--- src/source/icache_pkg.sv ---
`default_nettype none

package icache_pkg;

    // Byte address and transaction ID widths of the fetch port.
    localparam int ADDR_W = 32;
    localparam int ID_W   = 4;

    // A cache line is filled from several memory beats.
    localparam int FILL_DW    = 32;
    localparam int LINE_W     = 128;
    localparam int BEATS      = LINE_W / FILL_DW;
    localparam int LINE_ALIGN = $clog2(LINE_W / 8);

    typedef struct packed {
        logic [ADDR_W-1:0] addr;
        logic [ID_W-1:0]   id;
    } fetch_req_t;

    typedef struct packed {
        logic [31:0]     data;
        logic            error;
        logic [ID_W-1:0] id;
    } fetch_rsp_t;

    // The full fetch address travels with a refill, so the word offset
    // is still known when the line comes back.
    typedef struct packed {
        logic [ADDR_W-1:0] addr;
        logic [ID_W-1:0]   id;
    } refill_req_t;

    typedef struct packed {
        logic [LINE_W-1:0] line;
        logic              error;
        logic [ID_W-1:0]   id;
        logic [ADDR_W-1:0] addr;
    } refill_rsp_t;

    typedef struct packed {
        logic [ADDR_W-1:0] addr;
        logic [7:0]        len;
    } mem_req_t;

    typedef struct packed {
        logic [FILL_DW-1:0] data;
        logic               error;
        logic               last;
    } mem_beat_t;

endpackage

`default_nettype wire

--- src/source/icache_id_queue.sv ---
`timescale 1ns/1ns
`default_nettype none

module icache_id_queue #(
    parameter int DEPTH  = 4,
    parameter int DATA_W = icache_pkg::ID_W + icache_pkg::ADDR_W
) (
    input  wire logic              clk_i,
    input  wire logic              rst_ni,
    input  wire logic              push_i,
    input  wire logic [DATA_W-1:0] data_i,
    input  wire logic              pop_i,
    output logic      [DATA_W-1:0] data_o,
    output logic                   full_o
);

    localparam int PTR_W = (DEPTH > 1) ? $clog2(DEPTH) : 1;
    localparam int CNT_W = $clog2(DEPTH + 1);

    logic [DATA_W-1:0] mem_q [DEPTH];
    logic [PTR_W-1:0]  wr_ptr_q;
    logic [PTR_W-1:0]  rd_ptr_q;
    logic [CNT_W-1:0]  count_q;

    assign data_o = mem_q[rd_ptr_q];
    assign full_o = (count_q == CNT_W'(DEPTH));

    // Storage is written in issue order and read from the head.
    always_ff @(posedge clk_i) begin
        if (push_i) begin
            mem_q[wr_ptr_q] <= data_i;
        end
    end

    always_ff @(posedge clk_i or negedge rst_ni) begin
        if (!rst_ni) begin
            wr_ptr_q <= '0;
            rd_ptr_q <= '0;
            count_q  <= '0;
        end else begin
            if (push_i) begin
                wr_ptr_q <= (wr_ptr_q == PTR_W'(DEPTH - 1)) ? '0 : wr_ptr_q + 1'b1;
            end
            if (pop_i) begin
                rd_ptr_q <= (rd_ptr_q == PTR_W'(DEPTH - 1)) ? '0 : rd_ptr_q + 1'b1;
            end
            // A push and a pop in the same cycle leave the count unchanged.
            case ({push_i, pop_i})
                2'b10:   count_q <= count_q + 1'b1;
                2'b01:   count_q <= count_q - 1'b1;
                default: count_q <= count_q;
            endcase
        end
    end

endmodule

`default_nettype wire

--- src/source/icache_line_assembler.sv ---
`timescale 1ns/1ns
`default_nettype none

module icache_line_assembler (
    input  wire logic                         clk_i,
    input  wire logic                         rst_ni,
    input  wire logic                         beat_valid_i,
    input  wire logic [icache_pkg::FILL_DW-1:0] beat_data_i,
    output logic      [icache_pkg::LINE_W-1:0]  line_o
);

    import icache_pkg::*;

    localparam int LOW_W = LINE_W - FILL_DW;

    // Holds every beat of the line except the one on the bus right now.
    logic [LOW_W-1:0] low_q;

    // The current beat sits on top, so after the last beat the first one
    // has been pushed all the way down to the lowest word.
    assign line_o = {beat_data_i, low_q};

    always_ff @(posedge clk_i or negedge rst_ni) begin
        if (!rst_ni) begin
            low_q <= '0;
        end else if (beat_valid_i) begin
            low_q <= line_o[LINE_W-1:FILL_DW];
        end
    end

endmodule

`default_nettype wire

--- src/source/icache_refill.sv ---
`timescale 1ns/1ns
`default_nettype none

module icache_refill #(
    parameter int QUEUE_DEPTH = 4
) (
    input  wire logic                    clk_i,
    input  wire logic                    rst_ni,

    input  wire icache_pkg::refill_req_t refill_req_i,
    input  wire logic                    refill_req_valid_i,
    output logic                         refill_req_ready_o,

    output icache_pkg::refill_rsp_t      refill_rsp_o,
    output logic                         refill_rsp_valid_o,
    input  wire logic                    refill_rsp_ready_i,

    output icache_pkg::mem_req_t         mem_req_o,
    output logic                         mem_req_valid_o,
    input  wire logic                    mem_req_ready_i,

    input  wire icache_pkg::mem_beat_t   mem_beat_i,
    input  wire logic                    mem_beat_valid_i,
    output logic                         mem_beat_ready_o
);

    import icache_pkg::*;

    logic         queue_full;
    logic         queue_push;
    logic         queue_pop;
    refill_req_t  head_req;
    logic         beat_acc;
    logic         err_q;
    logic [LINE_W-1:0] line;

    // The queue remembers ID and fetch address of every burst in flight.
    icache_id_queue #(
        .DEPTH  (QUEUE_DEPTH),
        .DATA_W ($bits(refill_req_t))
    ) i_id_queue (
        .clk_i  (clk_i),
        .rst_ni (rst_ni),
        .push_i (queue_push),
        .data_i (refill_req_i),
        .pop_i  (queue_pop),
        .data_o (head_req),
        .full_o (queue_full)
    );

    // Bursts always cover a whole aligned line.
    assign mem_req_o.addr     = {refill_req_i.addr[ADDR_W-1:LINE_ALIGN], {LINE_ALIGN{1'b0}}};
    assign mem_req_o.len      = 8'(BEATS - 1);
    assign mem_req_valid_o    = refill_req_valid_i & ~queue_full;
    assign refill_req_ready_o = mem_req_ready_i & ~queue_full;
    assign queue_push         = mem_req_valid_o & mem_req_ready_i;

    assign beat_acc = mem_beat_valid_i & mem_beat_ready_o;

    icache_line_assembler i_line_assembler (
        .clk_i        (clk_i),
        .rst_ni       (rst_ni),
        .beat_valid_i (beat_acc),
        .beat_data_i  (mem_beat_i.data),
        .line_o       (line)
    );

    // Error flags of the earlier beats of the burst are collected here
    // and cleared once the last beat goes out.
    always_ff @(posedge clk_i or negedge rst_ni) begin
        if (!rst_ni) begin
            err_q <= 1'b0;
        end else if (beat_acc) begin
            err_q <= mem_beat_i.last ? 1'b0 : (err_q | mem_beat_i.error);
        end
    end

    assign refill_rsp_o.line  = line;
    assign refill_rsp_o.error = err_q | mem_beat_i.error;
    assign refill_rsp_o.id    = head_req.id;
    assign refill_rsp_o.addr  = head_req.addr;

    // Middle beats are taken at once. The last beat waits for the response
    // handshake, and only then is the head popped.
    always_comb begin
        refill_rsp_valid_o = 1'b0;
        mem_beat_ready_o   = 1'b0;
        queue_pop          = 1'b0;
        if (mem_beat_valid_i) begin
            if (!mem_beat_i.last) begin
                mem_beat_ready_o = 1'b1;
            end else begin
                refill_rsp_valid_o = 1'b1;
                mem_beat_ready_o   = refill_rsp_ready_i;
                queue_pop          = refill_rsp_ready_i;
            end
        end
    end

endmodule

`default_nettype wire

--- src/source/icache_lookup.sv ---
`timescale 1ns/1ns
`default_nettype none

module icache_lookup #(
    parameter int SETS = 16
) (
    input  wire logic                    clk_i,
    input  wire logic                    rst_ni,

    input  wire icache_pkg::fetch_req_t  fetch_req_i,
    input  wire logic                    fetch_req_valid_i,
    output logic                         fetch_req_ready_o,

    output icache_pkg::fetch_rsp_t       fetch_rsp_o,
    output logic                         fetch_rsp_valid_o,
    input  wire logic                    fetch_rsp_ready_i,

    output icache_pkg::refill_req_t      refill_req_o,
    output logic                         refill_req_valid_o,
    input  wire logic                    refill_req_ready_i,

    input  wire icache_pkg::refill_rsp_t refill_rsp_i,
    input  wire logic                    refill_rsp_valid_i,
    output logic                         refill_rsp_ready_o
);

    import icache_pkg::*;

    localparam int INDEX_W = $clog2(SETS);
    localparam int TAG_W   = ADDR_W - LINE_ALIGN - INDEX_W;
    localparam int WORD_W  = $clog2(BEATS);

    logic [TAG_W-1:0]  tag_q   [SETS];
    logic [LINE_W-1:0] data_q  [SETS];
    logic [SETS-1:0]   valid_q;

    fetch_rsp_t  rsp_q;
    logic        rsp_valid_q;
    refill_req_t refill_req_q;
    logic        refill_req_valid_q;

    logic [INDEX_W-1:0] fetch_idx;
    logic [TAG_W-1:0]   fetch_tag;
    logic [WORD_W-1:0]  fetch_word;
    logic               hit;
    logic               fetch_acc;
    logic               refill_acc;

    logic [INDEX_W-1:0] fill_idx;
    logic [TAG_W-1:0]   fill_tag;
    logic [WORD_W-1:0]  fill_word;

    assign fetch_idx  = fetch_req_i.addr[LINE_ALIGN +: INDEX_W];
    assign fetch_tag  = fetch_req_i.addr[ADDR_W-1 -: TAG_W];
    assign fetch_word = fetch_req_i.addr[LINE_ALIGN-1 -: WORD_W];
    assign hit        = valid_q[fetch_idx] && (tag_q[fetch_idx] == fetch_tag);

    assign fill_idx  = refill_rsp_i.addr[LINE_ALIGN +: INDEX_W];
    assign fill_tag  = refill_rsp_i.addr[ADDR_W-1 -: TAG_W];
    assign fill_word = refill_rsp_i.addr[LINE_ALIGN-1 -: WORD_W];

    // A pending refill response owns the response register for its cycle,
    // so no fetch is taken while one is offered.
    assign refill_rsp_ready_o = ~rsp_valid_q;
    assign fetch_req_ready_o  = ~rsp_valid_q & ~refill_req_valid_q & ~refill_rsp_valid_i;

    assign refill_acc = refill_rsp_valid_i & refill_rsp_ready_o;
    assign fetch_acc  = fetch_req_valid_i & fetch_req_ready_o;

    assign fetch_rsp_o        = rsp_q;
    assign fetch_rsp_valid_o  = rsp_valid_q;
    assign refill_req_o       = refill_req_q;
    assign refill_req_valid_o = refill_req_valid_q;

    // A line that came back with an error is answered but never stored.
    always_ff @(posedge clk_i) begin
        if (refill_acc && !refill_rsp_i.error) begin
            tag_q[fill_idx]  <= fill_tag;
            data_q[fill_idx] <= refill_rsp_i.line;
        end
    end

    always_ff @(posedge clk_i or negedge rst_ni) begin
        if (!rst_ni) begin
            valid_q <= '0;
        end else if (refill_acc && !refill_rsp_i.error) begin
            valid_q[fill_idx] <= 1'b1;
        end
    end

    always_ff @(posedge clk_i) begin
        if (refill_acc) begin
            rsp_q.data  <= refill_rsp_i.line[fill_word*FILL_DW +: FILL_DW];
            rsp_q.error <= refill_rsp_i.error;
            rsp_q.id    <= refill_rsp_i.id;
        end else if (fetch_acc && hit) begin
            rsp_q.data  <= data_q[fetch_idx][fetch_word*FILL_DW +: FILL_DW];
            rsp_q.error <= 1'b0;
            rsp_q.id    <= fetch_req_i.id;
        end
        if (fetch_acc && !hit) begin
            refill_req_q.addr <= fetch_req_i.addr;
            refill_req_q.id   <= fetch_req_i.id;
        end
    end

    always_ff @(posedge clk_i or negedge rst_ni) begin
        if (!rst_ni) begin
            rsp_valid_q        <= 1'b0;
            refill_req_valid_q <= 1'b0;
        end else begin
            if (rsp_valid_q && fetch_rsp_ready_i) begin
                rsp_valid_q <= 1'b0;
            end
            if (refill_acc || (fetch_acc && hit)) begin
                rsp_valid_q <= 1'b1;
            end
            if (refill_req_valid_q && refill_req_ready_i) begin
                refill_req_valid_q <= 1'b0;
            end
            if (fetch_acc && !hit) begin
                refill_req_valid_q <= 1'b1;
            end
        end
    end

endmodule

`default_nettype wire

--- src/source/icache_top.sv ---
`timescale 1ns/1ns
`default_nettype none

module icache_top #(
    parameter int QUEUE_DEPTH = 4,
    parameter int SETS        = 16
) (
    input  wire logic                   clk_i,
    input  wire logic                   rst_ni,

    input  wire icache_pkg::fetch_req_t fetch_req_i,
    input  wire logic                   fetch_req_valid_i,
    output logic                        fetch_req_ready_o,

    output icache_pkg::fetch_rsp_t      fetch_rsp_o,
    output logic                        fetch_rsp_valid_o,
    input  wire logic                   fetch_rsp_ready_i,

    output icache_pkg::mem_req_t        mem_req_o,
    output logic                        mem_req_valid_o,
    input  wire logic                   mem_req_ready_i,

    input  wire icache_pkg::mem_beat_t  mem_beat_i,
    input  wire logic                   mem_beat_valid_i,
    output logic                        mem_beat_ready_o
);

    import icache_pkg::*;

    refill_req_t refill_req;
    logic        refill_req_valid;
    logic        refill_req_ready;
    refill_rsp_t refill_rsp;
    logic        refill_rsp_valid;
    logic        refill_rsp_ready;

    icache_lookup #(
        .SETS (SETS)
    ) i_lookup (
        .clk_i              (clk_i),
        .rst_ni             (rst_ni),
        .fetch_req_i        (fetch_req_i),
        .fetch_req_valid_i  (fetch_req_valid_i),
        .fetch_req_ready_o  (fetch_req_ready_o),
        .fetch_rsp_o        (fetch_rsp_o),
        .fetch_rsp_valid_o  (fetch_rsp_valid_o),
        .fetch_rsp_ready_i  (fetch_rsp_ready_i),
        .refill_req_o       (refill_req),
        .refill_req_valid_o (refill_req_valid),
        .refill_req_ready_i (refill_req_ready),
        .refill_rsp_i       (refill_rsp),
        .refill_rsp_valid_i (refill_rsp_valid),
        .refill_rsp_ready_o (refill_rsp_ready)
    );

    // Misses leave through the refill engine, which owns the memory port.
    icache_refill #(
        .QUEUE_DEPTH (QUEUE_DEPTH)
    ) i_refill (
        .clk_i              (clk_i),
        .rst_ni             (rst_ni),
        .refill_req_i       (refill_req),
        .refill_req_valid_i (refill_req_valid),
        .refill_req_ready_o (refill_req_ready),
        .refill_rsp_o       (refill_rsp),
        .refill_rsp_valid_o (refill_rsp_valid),
        .refill_rsp_ready_i (refill_rsp_ready),
        .mem_req_o          (mem_req_o),
        .mem_req_valid_o    (mem_req_valid_o),
        .mem_req_ready_i    (mem_req_ready_i),
        .mem_beat_i         (mem_beat_i),
        .mem_beat_valid_i   (mem_beat_valid_i),
        .mem_beat_ready_o   (mem_beat_ready_o)
    );

endmodule

`default_nettype wire

--- config.mk ---
export PLATFORM = sky130hd
export DESIGN_NAME = icache_top
export DESIGN_NICKNAME = d
export VERILOG_FILES = /design/src/source/icache_pkg.sv /design/src/source/icache_id_queue.sv /design/src/source/icache_line_assembler.sv /design/src/source/icache_refill.sv /design/src/source/icache_lookup.sv /design/src/source/icache_top.sv
export SDC_FILE = /design/constraint.sdc
export NUM_CORES = 2
export LEC_CHECK = 0
export ABC_AREA = 0
export BUFFER_PORTS_ARGS = -buffer_cell sky130_fd_sc_hd__buf_2
export CORE_ASPECT_RATIO = 2
export CORE_MARGIN = 2
export CORE_UTILIZATION = 46
export CTS_BUF_LIST = sky130_fd_sc_hd__clkbuf_2
export DETAILED_ROUTE_END_ITERATION = 6
export PLACE_DENSITY_LB_ADDON = 0.12
export SYNTH_ARGS = -nofsm -noshare
export SYNTH_HDL_FRONTEND = slang
export SYNTH_HIERARCHICAL = 1
export SYNTH_SLANG_ARGS = --single-unit
--- constraint.sdc ---
create_clock -name clk_i -period 38.3 [get_ports clk_i]
set_clock_uncertainty 0.1 [all_clocks]
set_input_delay 5.745 -clock clk_i [delete_from_list [all_inputs] [get_ports clk_i]]
set_output_delay 5.745 -clock clk_i [all_outputs]
set_load 0.005 [all_outputs]
==> qor.yml <==
gp_congestion: 0.737
antenna_found_initial: 22
worstPathMaxFanout: 29
viasPerCell: 5.78
hold_viol_final: 0
period_needed_ps: 12700
tns_ps: 0
die-area_um2: 236000
cp_top_family: "buffers and inverters"
syn_area_um2: 106000
swShare_pct: 26.3
grt_util_all_layers_pct: 21.5
powerDensity_nw_per_um2: 53.3
layout_worst_path_cycle_share_pct: 33.2
yosysWarnings: 6
p_int_mw: 4.55
rows: 249
critPathSlowestCell: "buf_4"
die_y_um: 684
first_iter_violations: 3829
worstMarginPinSlew_ps: 1110
vias: 48656
detailed_place_hpwl_um: 121000
globalRouteOverflowTotal: 0
slew_headroom_pct: 26.2
ir_drop_uv: 32.9
wl_per_cell_um: 29.8
grt_pass1_vias: 53512
hp-start: "i_refill/i_id_queue/count_q[2]$_DFFE_PN0P_"
rsz0062_at_grt: "false"
cts_tree: "done"
p_switching_mw: 1.62
ioPinCount: 157
r2r_start: "i_refill/i_id_queue/rd_ptr_q[0]$_DFFE_PN0P_"
comb_power_share_pct: 9.3
nNetsFinal: 5017
start_util_pct: 46.3
whs_path_depth: 1
setup_viol: 0
critPathLaunchType: "input port"
io_buffers: 142
grt_start_max_net_pins: 132
ff2ff_path_depth: 8
cts_root_buf: "clkbuf_2"
hp-class: "reg -> reg"
path_common_cell: "buf_2"
seqPwrFrac_pct: 61.4
clk_pin_slew_ps: 90
cts_buffer_depth: 4
drt_pass1_iterations: 5
grt_first_pass_wirelength_um: 365000
place_area_um2: 110000
routed_wl_um: 251000
cp_num_buf_inv: 3
crit_path_end_kind: "output port"
slew_viol_final: 0
final-seq-area_um2: 82300
drive_gt1_share_pct: 40.9
critical_path_class: "in -> out"
status: "complete, no violations"
remaining_drc_errors: 0
insertion_delay_ps: 1680
max_freq_mhz: 78.7
clockPowerShare_pct: 29.3
drtAntennaViolNets: 0
power.leakage_nw: 37.7
stdcell_area_um2: 116000
cts_buffers: 604
nFillCells: 18657
regToRegSetupSlack_ps: 32390
cts_resized: 0
cp.depth: 4
synth.avg_cell_area_um2: 24.3
arrival_ps: 6860
htree_levels: 6
multi_input_area_um2: 22500
reg2reg_to: "i_lookup/data_q[11][119]$_DFFE_PP_"
cts_hold_buf: 0
final_core_util_pct: 50.4
crit_chain: "buf_2 -> a21boi_4 -> buf_4 -> buf_2"
die_w_um: 344
synthCells: 4374
core-area_um2: 230000
max_stage_delay_ps: 590
cts_setup_buffers: 0
syn_to_final_growth_pct: 8.71
maxCapViolCount: 0
min_to: "i_refill/i_id_queue/count_q[2]$_DFFE_PN0P_"
cts.sinks: 2761
crit_required_ps: 32450
power groups by stage:
stage | Sequential, mW | Clock, mW | Combinational (mW)
after floorplan | 3.79 | 0 | 0.402
after global placement | 3.84 | 0 | 0.574
after detailed placement | 3.86 | 0 | 0.583
after CTS | 3.79 | 1.88 | 0.585
after global routing | 3.82 | 2.01 | 0.613
final | 3.79 | 1.81 | 0.573
area by class of cell:
class                           count  area share, %
Clock inverter                    130          0.630
Antenna cell                        9         0.0195
Sequential cell                  2761           71.1
Tap cell                         3012           3.26
Timing Repair Buffer              235           1.44
Inverter                            6         0.0195
Multi-Input combinational cell   1326           19.5
Clock buffer                      943           4.08
worst max-delay path by stage:
stage / start / end / slack (ps)
6_report: mem_beat_valid_i / mem_beat_ready_o / 25600
2_1_floorplan: mem_beat_i[1] / i_lookup/valid_q[0]$_DFFE_PN0P_ / 20250
3_3_place_gp: mem_beat_valid_i / mem_beat_ready_o / 25600
3_5_place_dp: mem_beat_valid_i / mem_beat_ready_o / 25580
4_1_cts: mem_beat_valid_i / mem_beat_ready_o / 25590
5_1_grt: mem_beat_valid_i / mem_beat_ready_o / 25550
stage by stage:
| step | power [mW] | cells | hold slack (ps) | setup WS (ps) |
|---|---|---|---|---|
| 5_1_grt | 6.44 | 8419 | 382 | 25550 |
| 2_1_floorplan | 4.19 | 4384 | 334 | 20250 |
| 6_report | 6.17 | 8422 | 365 | 25600 |
| 3_3_place_gp | 4.42 | 7340 | 346 | 25600 |
| 3_5_place_dp | 4.44 | 7340 | 349 | 25580 |
| 4_1_cts | 6.26 | 8413 | 366 | 25590 |
routing by layer:
layer  vias to the layer above  wire (µm)  track usage, %
met5                         -         93               0
met4                        16       5520            6.43
met3                       388      11800            3.39
met2                      1363     135000            38.5
met1                     26777      97900            26.7
li1                      20112          -               -
placed cells by master, fill, tap and decap left out, drive strengths merged, types with 12 or more instances in the layout:
master / instances
nand2: 129
clkinv: 93
edfxtp: 2639
a22oi: 14
nor2b: 12
dfrtp: 122
mux2i: 55
or2: 17
mux4: 822
clkbuf: 945
nor2: 24
buf: 233
xnor2: 16
conb: 12
mux2: 110
xor2: 12
inv: 31
flip-flops by register name, indices dropped and copies added, names as in the netlist:
name	count
i_lookup/refill_req_o	34
i_lookup/fetch_rsp_o	37
i_lookup/valid_q	16
i_refill/err_q	1
i_lookup/tag_q	384
i_lookup/fetch_rsp_valid_o	1
i_lookup/data_q	2048
i_refill/i_id_queue/wr_ptr_q	2
i_refill/i_id_queue/mem_q	136
i_lookup/refill_req_valid_o	1
i_refill/i_id_queue/count_q	3
i_refill/i_id_queue/rd_ptr_q	2
i_refill/i_line_assembler/low_q	96
(Power assumes the default switching activity.)
